===== src/orange_pkg.sv =====
package orange_pkg;

  // width of the per-line column counter
  localparam int col_w = 12;

  // width of the orange pixel counts, one bit wider than a column
  localparam int cnt_w = 13;

  // raw frame-buffer sample, red nibble in the top bits
  typedef struct packed {
    logic [3:0] r;
    logic [3:0] g;
    logic [3:0] b;
  } pix12_t;

  // full colour, 8 bits per channel as sent to the display
  typedef struct packed {
    logic [7:0] r;
    logic [7:0] g;
    logic [7:0] b;
  } rgb_t;

  // one pixel moving down the pipeline
  // flags travel with the colour so every stage stays aligned
  typedef struct packed {
    rgb_t             rgb;
    logic             active;
    logic             line_end;
    logic [col_w-1:0] column;
  } pixel_t;

  // where the target sits on the line
  // dir_none when too few orange pixels were seen
  typedef enum logic [2:0] {
    dir_none,
    dir_left,
    dir_center,
    dir_right
  } direction_t;

  // per-line result handed on at each line end
  typedef struct packed {
    logic             orange_detected;
    direction_t       direction;
    logic [cnt_w-1:0] count;
  } verdict_t;

  // colour painted over every orange pixel, full green
  localparam rgb_t mark_color = '{r: 8'h00, g: 8'hff, b: 8'h00};

endpackage


===== src/direction_result.sv =====
`timescale 1ns/1ps

module direction_result #(
  // active pixels per line, sets the third boundaries
  parameter int line_width = 12,
  // fewest orange pixels that still count as a detection
  parameter int min_count  = 2
) (
  input  logic                 clk_25_vga,
  input  logic                 arst_n,
  input  orange_pkg::pixel_t   exe_pix,
  input  logic                 is_orange,
  output orange_pkg::verdict_t verdict,
  output logic                 verdict_valid
);

  localparam int cw = orange_pkg::col_w;
  localparam int nw = orange_pkg::cnt_w;

  // first column of the centre and of the right third
  localparam logic [cw-1:0] left_end   = cw'(line_width / 3);
  localparam logic [cw-1:0] center_end = cw'((2 * line_width) / 3);

  // detection threshold at count width
  localparam logic [nw-1:0] min_cnt = nw'(min_count);

  // running counts of the current line
  logic [nw-1:0] cnt_left;
  logic [nw-1:0] cnt_center;
  logic [nw-1:0] cnt_right;

  // which third the current sample lands in
  logic in_left;
  logic in_center;
  logic in_right;

  // counts with the current sample included
  logic [nw-1:0] sum_left;
  logic [nw-1:0] sum_center;
  logic [nw-1:0] sum_right;
  logic [nw-1:0] sum_total;

  // verdict built from the sums
  orange_pkg::verdict_t verdict_nxt;

  // sort by column, only orange pixels are counted
  assign in_left   = is_orange && (exe_pix.column < left_end);
  assign in_center = is_orange && (exe_pix.column >= left_end) &&
                     (exe_pix.column < center_end);
  assign in_right  = is_orange && (exe_pix.column >= center_end);

  // the line_end sample itself is folded in here
  assign sum_left   = cnt_left   + nw'(in_left);
  assign sum_center = cnt_center + nw'(in_center);
  assign sum_right  = cnt_right  + nw'(in_right);
  assign sum_total  = sum_left + sum_center + sum_right;

  always_comb begin
    verdict_nxt.count           = sum_total;
    verdict_nxt.orange_detected = (sum_total >= min_cnt);
    verdict_nxt.direction       = orange_pkg::dir_none;
    if (verdict_nxt.orange_detected) begin
      // largest third wins
      // centre takes every tie it is part of, left beats right
      if ((sum_center >= sum_left) && (sum_center >= sum_right)) begin
        verdict_nxt.direction = orange_pkg::dir_center;
      end else if (sum_left >= sum_right) begin
        verdict_nxt.direction = orange_pkg::dir_left;
      end else begin
        verdict_nxt.direction = orange_pkg::dir_right;
      end
    end
  end

  // per-third counters
  // cleared on the same edge that takes the verdict
  always_ff @(posedge clk_25_vga or negedge arst_n) begin
    if (!arst_n) begin
      cnt_left   <= '0;
      cnt_center <= '0;
      cnt_right  <= '0;
    end else if (exe_pix.line_end) begin
      cnt_left   <= '0;
      cnt_center <= '0;
      cnt_right  <= '0;
    end else begin
      cnt_left   <= sum_left;
      cnt_center <= sum_center;
      cnt_right  <= sum_right;
    end
  end

  // verdict holds between line ends, valid is a single pulse
  always_ff @(posedge clk_25_vga or negedge arst_n) begin
    if (!arst_n) begin
      verdict       <= '0;
      verdict_valid <= 1'b0;
    end else begin
      verdict_valid <= exe_pix.line_end;
      if (exe_pix.line_end) begin
        verdict <= verdict_nxt;
      end
    end
  end

endmodule


===== src/orange_execute.sv =====
`timescale 1ns/1ps

module orange_execute #(
  // colour window, all bounds inclusive
  parameter logic [7:0] red_min   = 8'hc0,
  parameter logic [7:0] green_min = 8'h40,
  parameter logic [7:0] green_max = 8'ha0,
  parameter logic [7:0] blue_max  = 8'h50
) (
  input  logic               clk_25_vga,
  input  logic               arst_n,
  input  orange_pkg::pixel_t dec_pix,
  output orange_pkg::pixel_t exe_pix,
  output logic               is_orange
);

  // per channel window tests
  logic red_ok;
  logic green_ok;
  logic blue_ok;

  // combined match for the incoming pixel
  logic hit;

  // pixel after marking, ahead of the register
  orange_pkg::pixel_t mark_pix;

  // strong red, moderate green, little blue
  assign red_ok   = (dec_pix.rgb.r >= red_min);
  assign green_ok = (dec_pix.rgb.g >= green_min) && (dec_pix.rgb.g <= green_max);
  assign blue_ok  = (dec_pix.rgb.b <= blue_max);

  // blanking samples never count, whatever their colour
  assign hit = dec_pix.active && red_ok && green_ok && blue_ok;

  // orange pixels are painted over, the rest keep their colour
  // column and flags pass unchanged
  always_comb begin
    mark_pix = dec_pix;
    if (hit) begin
      mark_pix.rgb = orange_pkg::mark_color;
    end
  end

  // execute register
  // is_orange is registered too so it lines up with exe_pix
  always_ff @(posedge clk_25_vga or negedge arst_n) begin
    if (!arst_n) begin
      exe_pix   <= '0;
      is_orange <= 1'b0;
    end else begin
      exe_pix   <= mark_pix;
      is_orange <= hit;
    end
  end

endmodule


===== src/orange_tracker.sv =====
`timescale 1ns/1ps

module orange_tracker #(
  // orange colour window
  parameter logic [7:0] red_min    = 8'hc0,
  parameter logic [7:0] green_min  = 8'h40,
  parameter logic [7:0] green_max  = 8'ha0,
  parameter logic [7:0] blue_max   = 8'h50,
  // line geometry and detection threshold
  parameter int         line_width = 12,
  parameter int         min_count  = 2
) (
  input  logic                 clk_25_vga,
  input  logic                 arst_n,
  input  orange_pkg::pix12_t   rddata,
  input  logic                 active,
  input  logic                 line_end,
  output orange_pkg::rgb_t     pix_out,
  output logic                 pix_active,
  output orange_pkg::verdict_t verdict,
  output logic                 verdict_valid
);

  // decode to execute
  orange_pkg::pixel_t dec_pix;

  // execute to result and display
  orange_pkg::pixel_t exe_pix;
  logic               is_orange;

  // stage 1, colour expansion and column count
  pixel_decode pixel_decode_i (
    .clk_25_vga (clk_25_vga),
    .arst_n     (arst_n),
    .rddata     (rddata),
    .active     (active),
    .line_end   (line_end),
    .dec_pix    (dec_pix)
  );

  // stage 2, colour window test and marking
  orange_execute #(
    .red_min   (red_min),
    .green_min (green_min),
    .green_max (green_max),
    .blue_max  (blue_max)
  ) orange_execute_i (
    .clk_25_vga (clk_25_vga),
    .arst_n     (arst_n),
    .dec_pix    (dec_pix),
    .exe_pix    (exe_pix),
    .is_orange  (is_orange)
  );

  // stage 3, per-line direction verdict
  direction_result #(
    .line_width (line_width),
    .min_count  (min_count)
  ) direction_result_i (
    .clk_25_vga    (clk_25_vga),
    .arst_n        (arst_n),
    .exe_pix       (exe_pix),
    .is_orange     (is_orange),
    .verdict       (verdict),
    .verdict_valid (verdict_valid)
  );

  // marked stream goes straight on to the display
  assign pix_out    = exe_pix.rgb;
  assign pix_active = exe_pix.active;

endmodule


===== src/pixel_decode.sv =====
`timescale 1ns/1ps

module pixel_decode (
  input  logic               clk_25_vga,
  input  logic               arst_n,
  input  orange_pkg::pix12_t rddata,
  input  logic               active,
  input  logic               line_end,
  output orange_pkg::pixel_t dec_pix
);

  // column of the current sample within its line
  logic [orange_pkg::col_w-1:0] column;

  // expanded colour before the register
  orange_pkg::rgb_t             rgb_exp;

  // next value of the column counter
  logic [orange_pkg::col_w-1:0] column_nxt;

  // each 4-bit nibble goes to both halves of its byte
  // so 4'hf maps to 8'hff and 4'h0 to 8'h00
  always_comb begin
    rgb_exp.r = {rddata.r, rddata.r};
    rgb_exp.g = {rddata.g, rddata.g};
    rgb_exp.b = {rddata.b, rddata.b};
    // blanking area carries no colour
    if (!active) begin
      rgb_exp = '0;
    end
  end

  // counter moves on active samples only
  // line_end restarts it for the next line, even with active low
  always_comb begin
    column_nxt = column;
    if (line_end) begin
      column_nxt = '0;
    end else if (active) begin
      column_nxt = column + 1'b1;
    end
  end

  always_ff @(posedge clk_25_vga or negedge arst_n) begin
    if (!arst_n) begin
      column <= '0;
    end else begin
      column <= column_nxt;
    end
  end

  // decode register, one cycle of latency
  // the sample is stamped with the column it arrived at
  always_ff @(posedge clk_25_vga or negedge arst_n) begin
    if (!arst_n) begin
      dec_pix <= '0;
    end else begin
      dec_pix.rgb      <= rgb_exp;
      dec_pix.active   <= active;
      dec_pix.line_end <= line_end;
      dec_pix.column   <= column;
    end
  end

endmodule


===== config.mk =====
export PLATFORM = sky130hd
export DESIGN_NAME = orange_tracker
export DESIGN_NICKNAME = d
export VERILOG_FILES = /design/src/orange_pkg.sv /design/src/direction_result.sv /design/src/orange_execute.sv /design/src/orange_tracker.sv /design/src/pixel_decode.sv
export SDC_FILE = /design/constraint.sdc
export NUM_CORES = 1
export LEC_CHECK = 0
export BUFFER_PORTS_ARGS = -buffer_cell sky130_fd_sc_hd__buf_4
export CAP_MARGIN = 30
export CORE_MARGIN = 2
export CORE_UTILIZATION = 42
export DETAILED_ROUTE_END_ITERATION = 6
export HOLD_SLACK_MARGIN = 0.02
export PLACE_DENSITY = 0.66
export SYNTH_ARGS = -nofsm -noshare
export SYNTH_HDL_FRONTEND = slang
export SYNTH_HIERARCHICAL = 1
export SYNTH_SLANG_ARGS = --single-unit
export TNS_END_PERCENT = 50

===== constraint.sdc =====
create_clock -name clk_25_vga -period 4.7 [get_ports clk_25_vga]
set_input_delay 0 -clock clk_25_vga [delete_from_list [all_inputs] [get_ports clk_25_vga]]
set_output_delay 0 -clock clk_25_vga [all_outputs]
set_load 0.005 [all_outputs]

==> impl_metrics.toml, run 1 <==
[clocking]
clkTransAtPathRegs_ns = 0.06
cts_inserted_buffers = 17
root_buffer = "sky130_fd_sc_hd__clkbuf_16"
clock_path_buffers = 2
clkLatencyLatePin_ns = 0.43
tritoncts = "yes"
tritoncts_num_sinks = 129
htree_levels = 4

[worst_setup_path]
setup.worst_path.start_class = "register"
cpMostUsedCell = "sky130_fd_sc_hd__fa_1"
worst_path_arrival_ns = 4.72
critical_path.top_delay_family = "simple AND/OR/NAND/NOR gates"
crit_required_ns = 4.99
criticalPathCategory = "register to register"
critPathMaxFanout = 3
critical_path_depth = 18
worst_setup_path_end_kind = "register"
cp-endpoint = "direction_result_i/verdict[14]"
worst_r2r_endpoint = "direction_result_i/verdict[14]"
cp-startpoint = "orange_execute_i/exe_pix[10]"
crit_path_cell_trace = "nor4_4 > nand4_1 > nor2_1 > ha_1 > ha_2 > xnor2_2 > inv_2 > fa_1 > inv_1 > fa_1 > nor2b_4 > o2111ai_1 > nand3b_1 > xor2_1 > or4_1 > nor2_2 > and3_1 > nor3_2"
critical_path.max_stage_delay_ns = 0.59
cp_num_buf_inv = 2
r2r_slack_ns = 0.27
crit_slowest_cell = "sky130_fd_sc_hd__fa_1"
ff2ff_path_depth = 18
regToRegStartpoint = "orange_execute_i/exe_pix[10]"

[floorplan]
coreArea_sq_um = 16410
die_width_um = 132.9
die_h_um = 132.9
floorplan.die_area_sq_um = 17660
floorplan.initialDensity_pct = 42.54
ioPinCount = 59
placementRows = 47

[finish]
diodes = 0
syn2layout_area_growth_pct = 22.64
fill_cells = 1417
layout.cells.most_common_list = "128 x sky130_fd_sc_hd__dfrtp_1, 74 x sky130_fd_sc_hd__buf_4, 67 x sky130_fd_sc_hd__ha_1, 60 x sky130_fd_sc_hd__nor2_1, 48 x sky130_fd_sc_hd__inv_1"
fin_util_pct = 52.17
layout.cells.most_common = "sky130_fd_sc_hd__dfrtp_1"
register_area_sq_um = 3229
final_net_count = 817
drive_above_1_share_pct = 21.96
multiInputGateArea_sq_um = 3490

[grt]
antenna_found_initial = 0
wire_length_of_the_first_global_routing_pass_mm = 24.03
grt_start_max_net_pins = 72
grt_util_all_layers_pct = 17.06
via_count_of_the_first_global_routing_pass = 5003
global_route_total_overflow = 0

[yosys]
ys_warn_count = 6
synthCells = 629
postSynthAreaPerCell_sq_um = 11.10
synth_nets = 726
post_synth_instance_area_sq_um = 6979

[power_and_ir_drop]
power.internal_mw = 1.889
cellLeakagePower_nw = 4.393
seqPwrFrac_pct = 46.2
net-switching-power_uw = 599.7
power.share.combinational_pct = 4.7
power_density_over_the_cells_nw_per_um2 = 290.8
post-layout-total-power_mw = 2.489
sw_frac_of_total_pct = 24.09
worst_ir_drop_vdd_mv = 0.2593
power.share.clock_pct = 49.1

[sta]
hold_slack_ns = 0.01745
relSlewSlack_pct = 32.72
tns_ns = 0
final_critical_path_setup_slack_ns = 0.2697
share_of_the_clock_period_used_by_the_worst_path_after_layout_pct = 94.26
fin_worst_skew_ns = 0.01500
timing.final.max_slew_violations = 0
finalSetupViolCount = 0
timing.final.hold_violations = 0
fmax_ghz = 0.2257
worst-slew-pin-transition_ns = 1.009
post-route-min-period_ns = 4.430

[placed_design]
port_buffers = 57
dp_hpwl_mm = 10.03
dp_slack_ns = 0.1213
gp_congestion = 0.8387

[routing]
detail_route.first_pass.iterations = 5
avgRoutedWirePerCell_um = 14.90
via_per_inst = 5.054
wl_mm = 14.20
drt_iter0_markers = 212
antenna_violating_nets_post_route = 0
num_vias = 4816
route.detailed.drc = 0

[worst_hold_path]
min-delay-path-class = "input pin to async pin"

[status]
status = "finished clean"

[flow_run]
max-cap-violations = 0
## per-layer routing
| metal | track usage (%) | up-vias | share of wire, % |
|---|---|---|---|
| li1 | - | 2297 | - |
| met1 | 21.08 | 2409 | 43 |
| met2 | 29.13 | 90 | 51 |
| met3 | 3.908 | 20 | 4.0 |
| met4 | 6.511 | 0 | 1.7 |
| met5 | 0 | - | 0 |
## flip-flops by register name, indices dropped and copies added (netlist names)
signal	flops
pixel_decode_i/dec_pix	24
direction_result_i/verdict_valid	1
direction_result_i/cnt_right	13
direction_result_i/cnt_left	13
pixel_decode_i/column	12
direction_result_i/cnt_center	13
orange_execute_i/exe_pix	36
direction_result_i/verdict	16
orange_execute_i/is_orange	1
## worst register-to-register path, delay by kind of cell, from the launching register on
| family | cells | cell delay [ns] |
|---|---|---|
| simple gates | 9 | 1.82 |
| compound gates | 1 | 0.15 |
| xor+xnor | 2 | 0.25 |
| flops | 1 | 0.40 |
| fa+ha+maj | 4 | 1.51 |
| buf+inv | 2 | 0.17 |
## power by group through the flow
stage / registers, mW / clock network (mW) / logic (mW)
floorplan: 1.16 / 0 / 0.0509
global placement: 1.17 / 0 / 0.0983
detailed placement: 1.17 / 0 / 0.101
CTS: 1.15 / 1.24 / 0.119
global route: 1.15 / 1.29 / 0.131
finish: 1.15 / 1.22 / 0.116
## area by class of cell
| class | count | area share, % |
|---|---|---|
| clock buffers | 20 | 5.219 |
| clock inverters | 12 | 1.184 |
| flip-flops and latches | 129 | 37.73 |
| multi-input cells | 420 | 40.77 |
| well taps | 220 | 3.216 |
| inverters | 51 | 2.237 |
| repair buffers | 101 | 9.648 |
## timing repair
| item | 4_1_cts | 5_1_grt |
|---|---|---|
| buffers inserted | 0 | 0 |
| gates resized for setup | 0 | 25 |
| setup endpoints to repair | 0 | 6 |
| endpoints found under the hold margin | 84 | 0 |
| hold buffers | 27 | 0 |
## per-stage QoR
| stage | area (sq um) | cells |
|---|---|---|
| global placement | 7622 | 894 |
| CTS | 8441 | 953 |
| global route | 8559 | 953 |
| finish | 8559 | 953 |
| floorplan | 6979 | 629 |
| detailed placement | 7622 | 894 |
## worst min path at each step
stage / startpoint / endpoint / slack [ns] / depth (start not counted)
6_report: arst_n / direction_result_i/cnt_right[1] / 0.02 / 2
3_5_place_dp: arst_n / direction_result_i/cnt_right[11] / -0.09 / 1
2_1_floorplan: arst_n / direction_result_i/cnt_center[0] / -0.30 / 0
3_3_place_gp: arst_n / direction_result_i/cnt_right[12] / -0.09 / 1
4_1_cts: arst_n / direction_result_i/cnt_right[12] / 0.02 / 2
5_1_grt: arst_n / direction_result_i/cnt_right[11] / 0.06 / 2
Note: power is estimated with default switching activity, not from simulation.
==> run 2, diff against run 1 <==
- ABC_AREA: unset -> 1
==> run 2 against run 1 <==
Routed wire length increased by 12%. Setup slack improved by 0.24 ns. Clock-buffer cell count decreased by 2. Worst hold slack improved by 0.19 ns. Die area increased by 6.0%.
==> impl_metrics.toml, run 2 <==
[floorplan]
coreArea_sq_um = 17300
die_width_um = 136.8
floorplan.initialDensity_pct = 42.85
floorplan.die_area_sq_um = 18720
die_h_um = 136.8
placementRows = 48
ioPinCount = 59

[power_and_ir_drop]
power.internal_mw = 1.975
power.share.clock_pct = 50.9
seqPwrFrac_pct = 44.5
net-switching-power_uw = 601.1
worst_ir_drop_vdd_mv = 0.2432
power.share.combinational_pct = 4.6
sw_frac_of_total_pct = 23.33
cellLeakagePower_nw = 4.954
power_density_over_the_cells_nw_per_um2 = 289.5

[sta]
timing.final.max_slew_violations = 0
relSlewSlack_pct = 49.64
fmax_ghz = 0.2387
rsz_0062_raised_after_global_routing = "false"
timing.final.hold_violations = 0
post-route-min-period_ns = 4.190
finalSetupViolCount = 0
share_of_the_clock_period_used_by_the_worst_path_after_layout_pct = 89.15
fin_worst_skew_ns = 0.01085
worst-slew-pin-transition_ns = 0.7553
tns_ns = 0

[worst_setup_path]
worst_path_arrival_ns = 4.50
cpMostUsedCell = "sky130_fd_sc_hd__inv_1"
critical_path.top_delay_family = "simple AND/OR/NAND/NOR gates"
worst_r2r_endpoint = "direction_result_i/verdict[14]"
crit_slowest_cell = "sky130_fd_sc_hd__fa_1"
cp-startpoint = "orange_execute_i/exe_pix[7]"
regToRegStartpoint = "orange_execute_i/exe_pix[7]"
cp_num_buf_inv = 6
ff2ff_path_depth = 29
worst_setup_path_end_kind = "register"
r2r_slack_ns = 0.51
critical_path_depth = 29
setup.worst_path.start_class = "register"
criticalPathCategory = "register to register"
crit_required_ns = 5.01
critPathMaxFanout = 4
critical_path.max_stage_delay_ns = 0.50
cp-endpoint = "direction_result_i/verdict[14]"

[finish]
final_net_count = 1055
post_layout_nonfiller_instances = 1196
layout.cells.most_common_list = "178 x sky130_fd_sc_hd__nand2_1, 144 x sky130_fd_sc_hd__inv_1, 128 x sky130_fd_sc_hd__dfrtp_1, 109 x sky130_fd_sc_hd__nor2_1, 68 x sky130_fd_sc_hd__ha_1"
reg_top3 = "orange_execute_i/exe_pix (36), pixel_decode_i/dec_pix (24), direction_result_i/verdict (16)"
fin_area_sq_um = 8899
fill_cells = 1601
drive_above_1_share_pct = 14.42
largest_register = "orange_execute_i/exe_pix"
largest_reg_flops = 36
layout.cells.most_common = "sky130_fd_sc_hd__nand2_1"
syn2layout_area_growth_pct = 20.07
diodes = 0

[grt]
antenna_found_initial = 0
wire_length_of_the_first_global_routing_pass_mm = 26.69
grt_start_max_net_pins = 84
via_count_of_the_first_global_routing_pass = 5576
grt_util_all_layers_pct = 18.37
global_route_total_overflow = 0

[yosys]
post_synth_instance_area_sq_um = 7411
synthCells = 873
synth_nets = 970
ys_warn_count = 6
postSynthAreaPerCell_sq_um = 8.489

[placed_design]
placed_cell_area_sq_um = 8010
port_buffers = 57
gp_congestion = 0.8859
dp_hpwl_mm = 11.33
place.detailed.instances = 1137

[routing]
route.detailed.drc = 0
num_vias = 5669
wl_mm = 15.86
antenna_violating_nets_post_route = 0
detail_route.first_pass.iterations = 5
drt_iter0_markers = 318
via_per_inst = 4.740
avgRoutedWirePerCell_um = 13.26

[flow_run]
max-cap-violations = 0

[status]
status = "finished clean"

[clocking]
cts_inserted_buffers = 17
tritoncts = "yes"
clkLatencyLatePin_ns = 0.42
clkTransAtPathRegs_ns = 0.06
tritoncts_num_sinks = 129
root_buffer = "sky130_fd_sc_hd__clkbuf_16"
clock_path_buffers = 2
htree_levels = 4

[worst_hold_path]
min-delay-path-class = "input pin to async pin"
==> run 2: changes by cell type in the layout (fill, tap and decap cells not counted), sizes merged, moves of 10 or more <==
cell    delta
nand3     +26
mux2      -11
nand2    +161
buf       -10
xnor2     -12
and2      -16
inv       +96
a21oi     +19
a21boi    -15
nor2      +62
xor2      -13
nor2b     -11
nand4     +11
==> run 2: how the worst min path moves through the flow <==
stage | start | end | slack, ns | depth (start not counted)
floorplan | arst_n | direction_result_i/cnt_center[0] | -0.30 | 0
global placement | arst_n | direction_result_i/cnt_left[10] | 0.11 | 1
detailed placement | arst_n | direction_result_i/cnt_center[12] | 0.11 | 1
CTS | arst_n | direction_result_i/cnt_center[12] | 0.23 | 2
global route | arst_n | direction_result_i/cnt_center[12] | 0.28 | 2
finish | arst_n | direction_result_i/cnt_center[12] | 0.21 | 2
==> run 2: metrics by stage <==
stage | hold slack [ns] | worst slack [ns] | total power, mW | utilization (%)
final | 0.2072 | 0.5101 | 2.577 | 51.45
after global routing | 0.2797 | 0.04500 | 2.677 | 51.45
after CTS | 0.2267 | 0.2306 | 2.609 | 51.17
after detailed placement | 0.1128 | 0.2497 | 1.271 | 46.31
after global placement | 0.1085 | 0.4682 | 1.269 | 46.31
after floorplan | -0.2956 | 0.8399 | 1.212 | -
==> run 2: timing repair <==
item	CTS	global route
resized for setup	0	10
endpoints found under the setup margin	0	4
hold buffers	26	0
endpoints found under the hold margin	108	0
buffers inserted	0	1
==> run 2: power by group through the flow <==
stage / combinational (mW) / clock [mW] / sequential [mW]
finish: 0.119 / 1.31 / 1.15
global route: 0.136 / 1.39 / 1.15
CTS: 0.122 / 1.34 / 1.15
detailed placement: 0.105 / 0 / 1.17
global placement: 0.104 / 0 / 1.17
floorplan: 0.0466 / 0 / 1.17
==> run 2: area by class of cell <==
| cell class | count | area [sq um] | area share (%) |
|---|---|---|---|
| clock inverter | 14 | 151.4 | 1.701 |
| tap | 225 | 281.5 | 3.164 |
| inverter | 148 | 555.5 | 6.243 |
| timing repair buffer | 90 | 744.5 | 8.366 |
| multi-input combinational | 572 | 3507 | 39.41 |
| clock buffer | 18 | 429.2 | 4.823 |
| sequential | 129 | 3229 | 36.29 |
==> run 2: routing by layer <==
| layer | vias up | global-route usage, % | part of all wire [%] |
|---|---|---|---|
| li1 | 2882 | - | - |
| met1 | 2653 | 24.10 | 47 |
| met2 | 119 | 29.25 | 47 |
| met3 | 15 | 5.741 | 5.1 |
| met4 | 0 | 5.441 | 1.4 |
| met5 | - | 0 | 0 |
==> run 3, diff against run 2 <==
- BUFFER_PORTS_ARGS: -buffer_cell sky130_fd_sc_hd__buf_4 -> -buffer_cell sky130_fd_sc_hd__buf_2
==> run 3 against run 2 <==
Setup slack worse by 0.029 ns. Highest routed layer unchanged. Design area is 1.6% lower. Clock skew is 0.0035 ns lower. Clock-buffer cell count is 1 lower. Sequential cell count stayed put. Utilization is 0.85 points lower.
==> impl_metrics.toml, run 3 (synthesized netlist as in run 2, its figures left out) <==
[grt]
grtUsageMet3_pct = 4.852
grt_start_max_net_pins = 82
antenna_found_initial = 0
global_route_total_overflow = 0
grt_util_all_layers_pct = 18.10
globalRouteMet1Util_pct = 23.89
global_route.usage.met2_pct = 29.08
busiest_layer = "met2"
wire_length_of_the_first_global_routing_pass_mm = 26.14
via_count_of_the_first_global_routing_pass = 5437

[sta]
relSlewSlack_pct = 48.39
timing.final.hold_violations = 0
tns_ns = 0
fin_worst_skew_ns = 0.007325
timing.final.max_slew_violations = 0
final_critical_path_setup_slack_ns = 0.4812
worst-slew-pin-transition_ns = 0.7741
hold_slack_ns = 0.1621
fmax_ghz = 0.2370
post-route-min-period_ns = 4.219
share_of_the_clock_period_used_by_the_worst_path_after_layout_pct = 89.76
finalSetupViolCount = 0

[worst_setup_path]
worst_path_arrival_ns = 4.53
critPathMaxFanout = 4
criticalPathCategory = "register to register"
crit_slowest_cell = "sky130_fd_sc_hd__fa_1"
regToRegStartpoint = "orange_execute_i/exe_pix[6]"
crit_required_ns = 5.01
critical_path.max_stage_delay_ns = 0.50
cp-startpoint = "orange_execute_i/exe_pix[6]"
setup.worst_path.start_class = "register"
worst_setup_path_end_kind = "register"

[flow_run]
max-cap-violations = 0

[finish]
largest_register = "orange_execute_i/exe_pix"
syn2layout_area_growth_pct = 18.10
drive_above_1_share_pct = 14.21
reg_top3 = "orange_execute_i/exe_pix (36), pixel_decode_i/dec_pix (24), direction_result_i/verdict (16)"
post_layout_nonfiller_instances = 1196
fin_area_sq_um = 8752
fill_cells = 1589
layout.cells.most_common_list = "178 x sky130_fd_sc_hd__nand2_1, 144 x sky130_fd_sc_hd__inv_1, 128 x sky130_fd_sc_hd__dfrtp_1, 108 x sky130_fd_sc_hd__nor2_1, 68 x sky130_fd_sc_hd__ha_1"
layout.cells.most_common = "sky130_fd_sc_hd__nand2_1"
fin_util_pct = 50.60
final_net_count = 1055
largest_reg_flops = 36
diodes = 0

[routing]
route.detailed.drc = 0
wl_mm = 15.65
drt_iter0_markers = 366
antenna_violating_nets_post_route = 0
avgRoutedWirePerCell_um = 13.08
via_per_inst = 4.694
num_vias = 5614
detail_route.first_pass.iterations = 5

[floorplan]
ioPinCount = 59
coreArea_sq_um = 17300
die_width_um = 136.8
floorplan.initialDensity_pct = 42.85
placementRows = 48
die_h_um = 136.8
floorplan.die_area_sq_um = 18720

[clocking]
tritoncts = "yes"
tritoncts_num_sinks = 129
clkTransAtPathRegs_ns = 0.06
cts_inserted_buffers = 17
root_buffer = "sky130_fd_sc_hd__clkbuf_16"
clkLatencyLatePin_ns = 0.42
htree_levels = 4
clock_path_buffers = 2

[placed_design]
place.detailed.instances = 1136
placed_cell_area_sq_um = 7863
port_buffers = 57
dp_slack_ns = 0.3481
gp_congestion = 0.8821
dp_hpwl_mm = 11.01

[power_and_ir_drop]
cellLeakagePower_nw = 4.927
power_density_over_the_cells_nw_per_um2 = 293.9
post-layout-total-power_mw = 2.573
worst_ir_drop_vdd_mv = 0.2583

[status]
status = "finished clean"

[worst_hold_path]
min-delay-path-class = "input pin to async pin"
## run 3: changes by cell type in the layout (fill, tap and decap cells not counted), moves of 2 or more
cell	delta
sky130_fd_sc_hd__clkinv_2	-3
sky130_fd_sc_hd__buf_4	-57
sky130_fd_sc_hd__inv_6	+2
sky130_fd_sc_hd__buf_2	+56
sky130_fd_sc_hd__inv_8	+4
## run 3: worst max-delay path: cells and delay by family, from the launching register on
kind / cells / cell delay (ns)
and+or+nand+nor: 17 / 1.80
buffers and inverters: 6 / 0.38
adders and majority gates: 4 / 1.19
AOI/OAI and AO/OA: 2 / 0.36
DFF: 1 / 0.38
## run 3: cell type report
cell class | instances | area, sq um | share of cell area (%)
Clock buffer | 17 | 425.4 | 4.861
Clock inverter | 15 | 160.2 | 1.830
Tap cell | 225 | 281.5 | 3.217
Sequential cell | 129 | 3229 | 36.90
Multi-Input combinational cell | 572 | 3493 | 39.91
Inverter | 148 | 555.5 | 6.347
Timing Repair Buffer | 90 | 606.8 | 6.934
## run 3: path summary, 6_finish.rpt
path / to / slack, ns / cells after the start
hold reg to reg: orange_execute_i/exe_pix[5] / 0.35 / 0
setup / recovery: direction_result_i/verdict[14] / 0.48 / 29
max in group asynchronous: orange_execute_i/exe_pix[37] / 3.41 / 3
min in group clk_25_vga: pixel_decode_i/dec_pix[12] / 0.32 / 2
setup reg to reg: direction_result_i/verdict[14] / 0.48 / 29
hold / removal: direction_result_i/cnt_left[11] / 0.16 / 2
## run 3: metal layers
layer  vias up  wire length [um]
met3        19               677
met2       106              7213
met5         -                 0
li1       2885                 -
met1      2604              7507
met4         0               248
## run 3: repair_timing
item | in CTS | in global routing
endpoints found under the setup margin | 0 | 4
buffers inserted | 0 | 1
hold buffers | 27 | 0
hold endpoints to repair | 98 | 0
gates resized for setup | 0 | 8
## run 3: power breakdown
group          internal (mW)  switching (mW)
registers               1.13          0.0116
clock network          0.754           0.563
logic                 0.0430          0.0663
total                   1.93           0.641
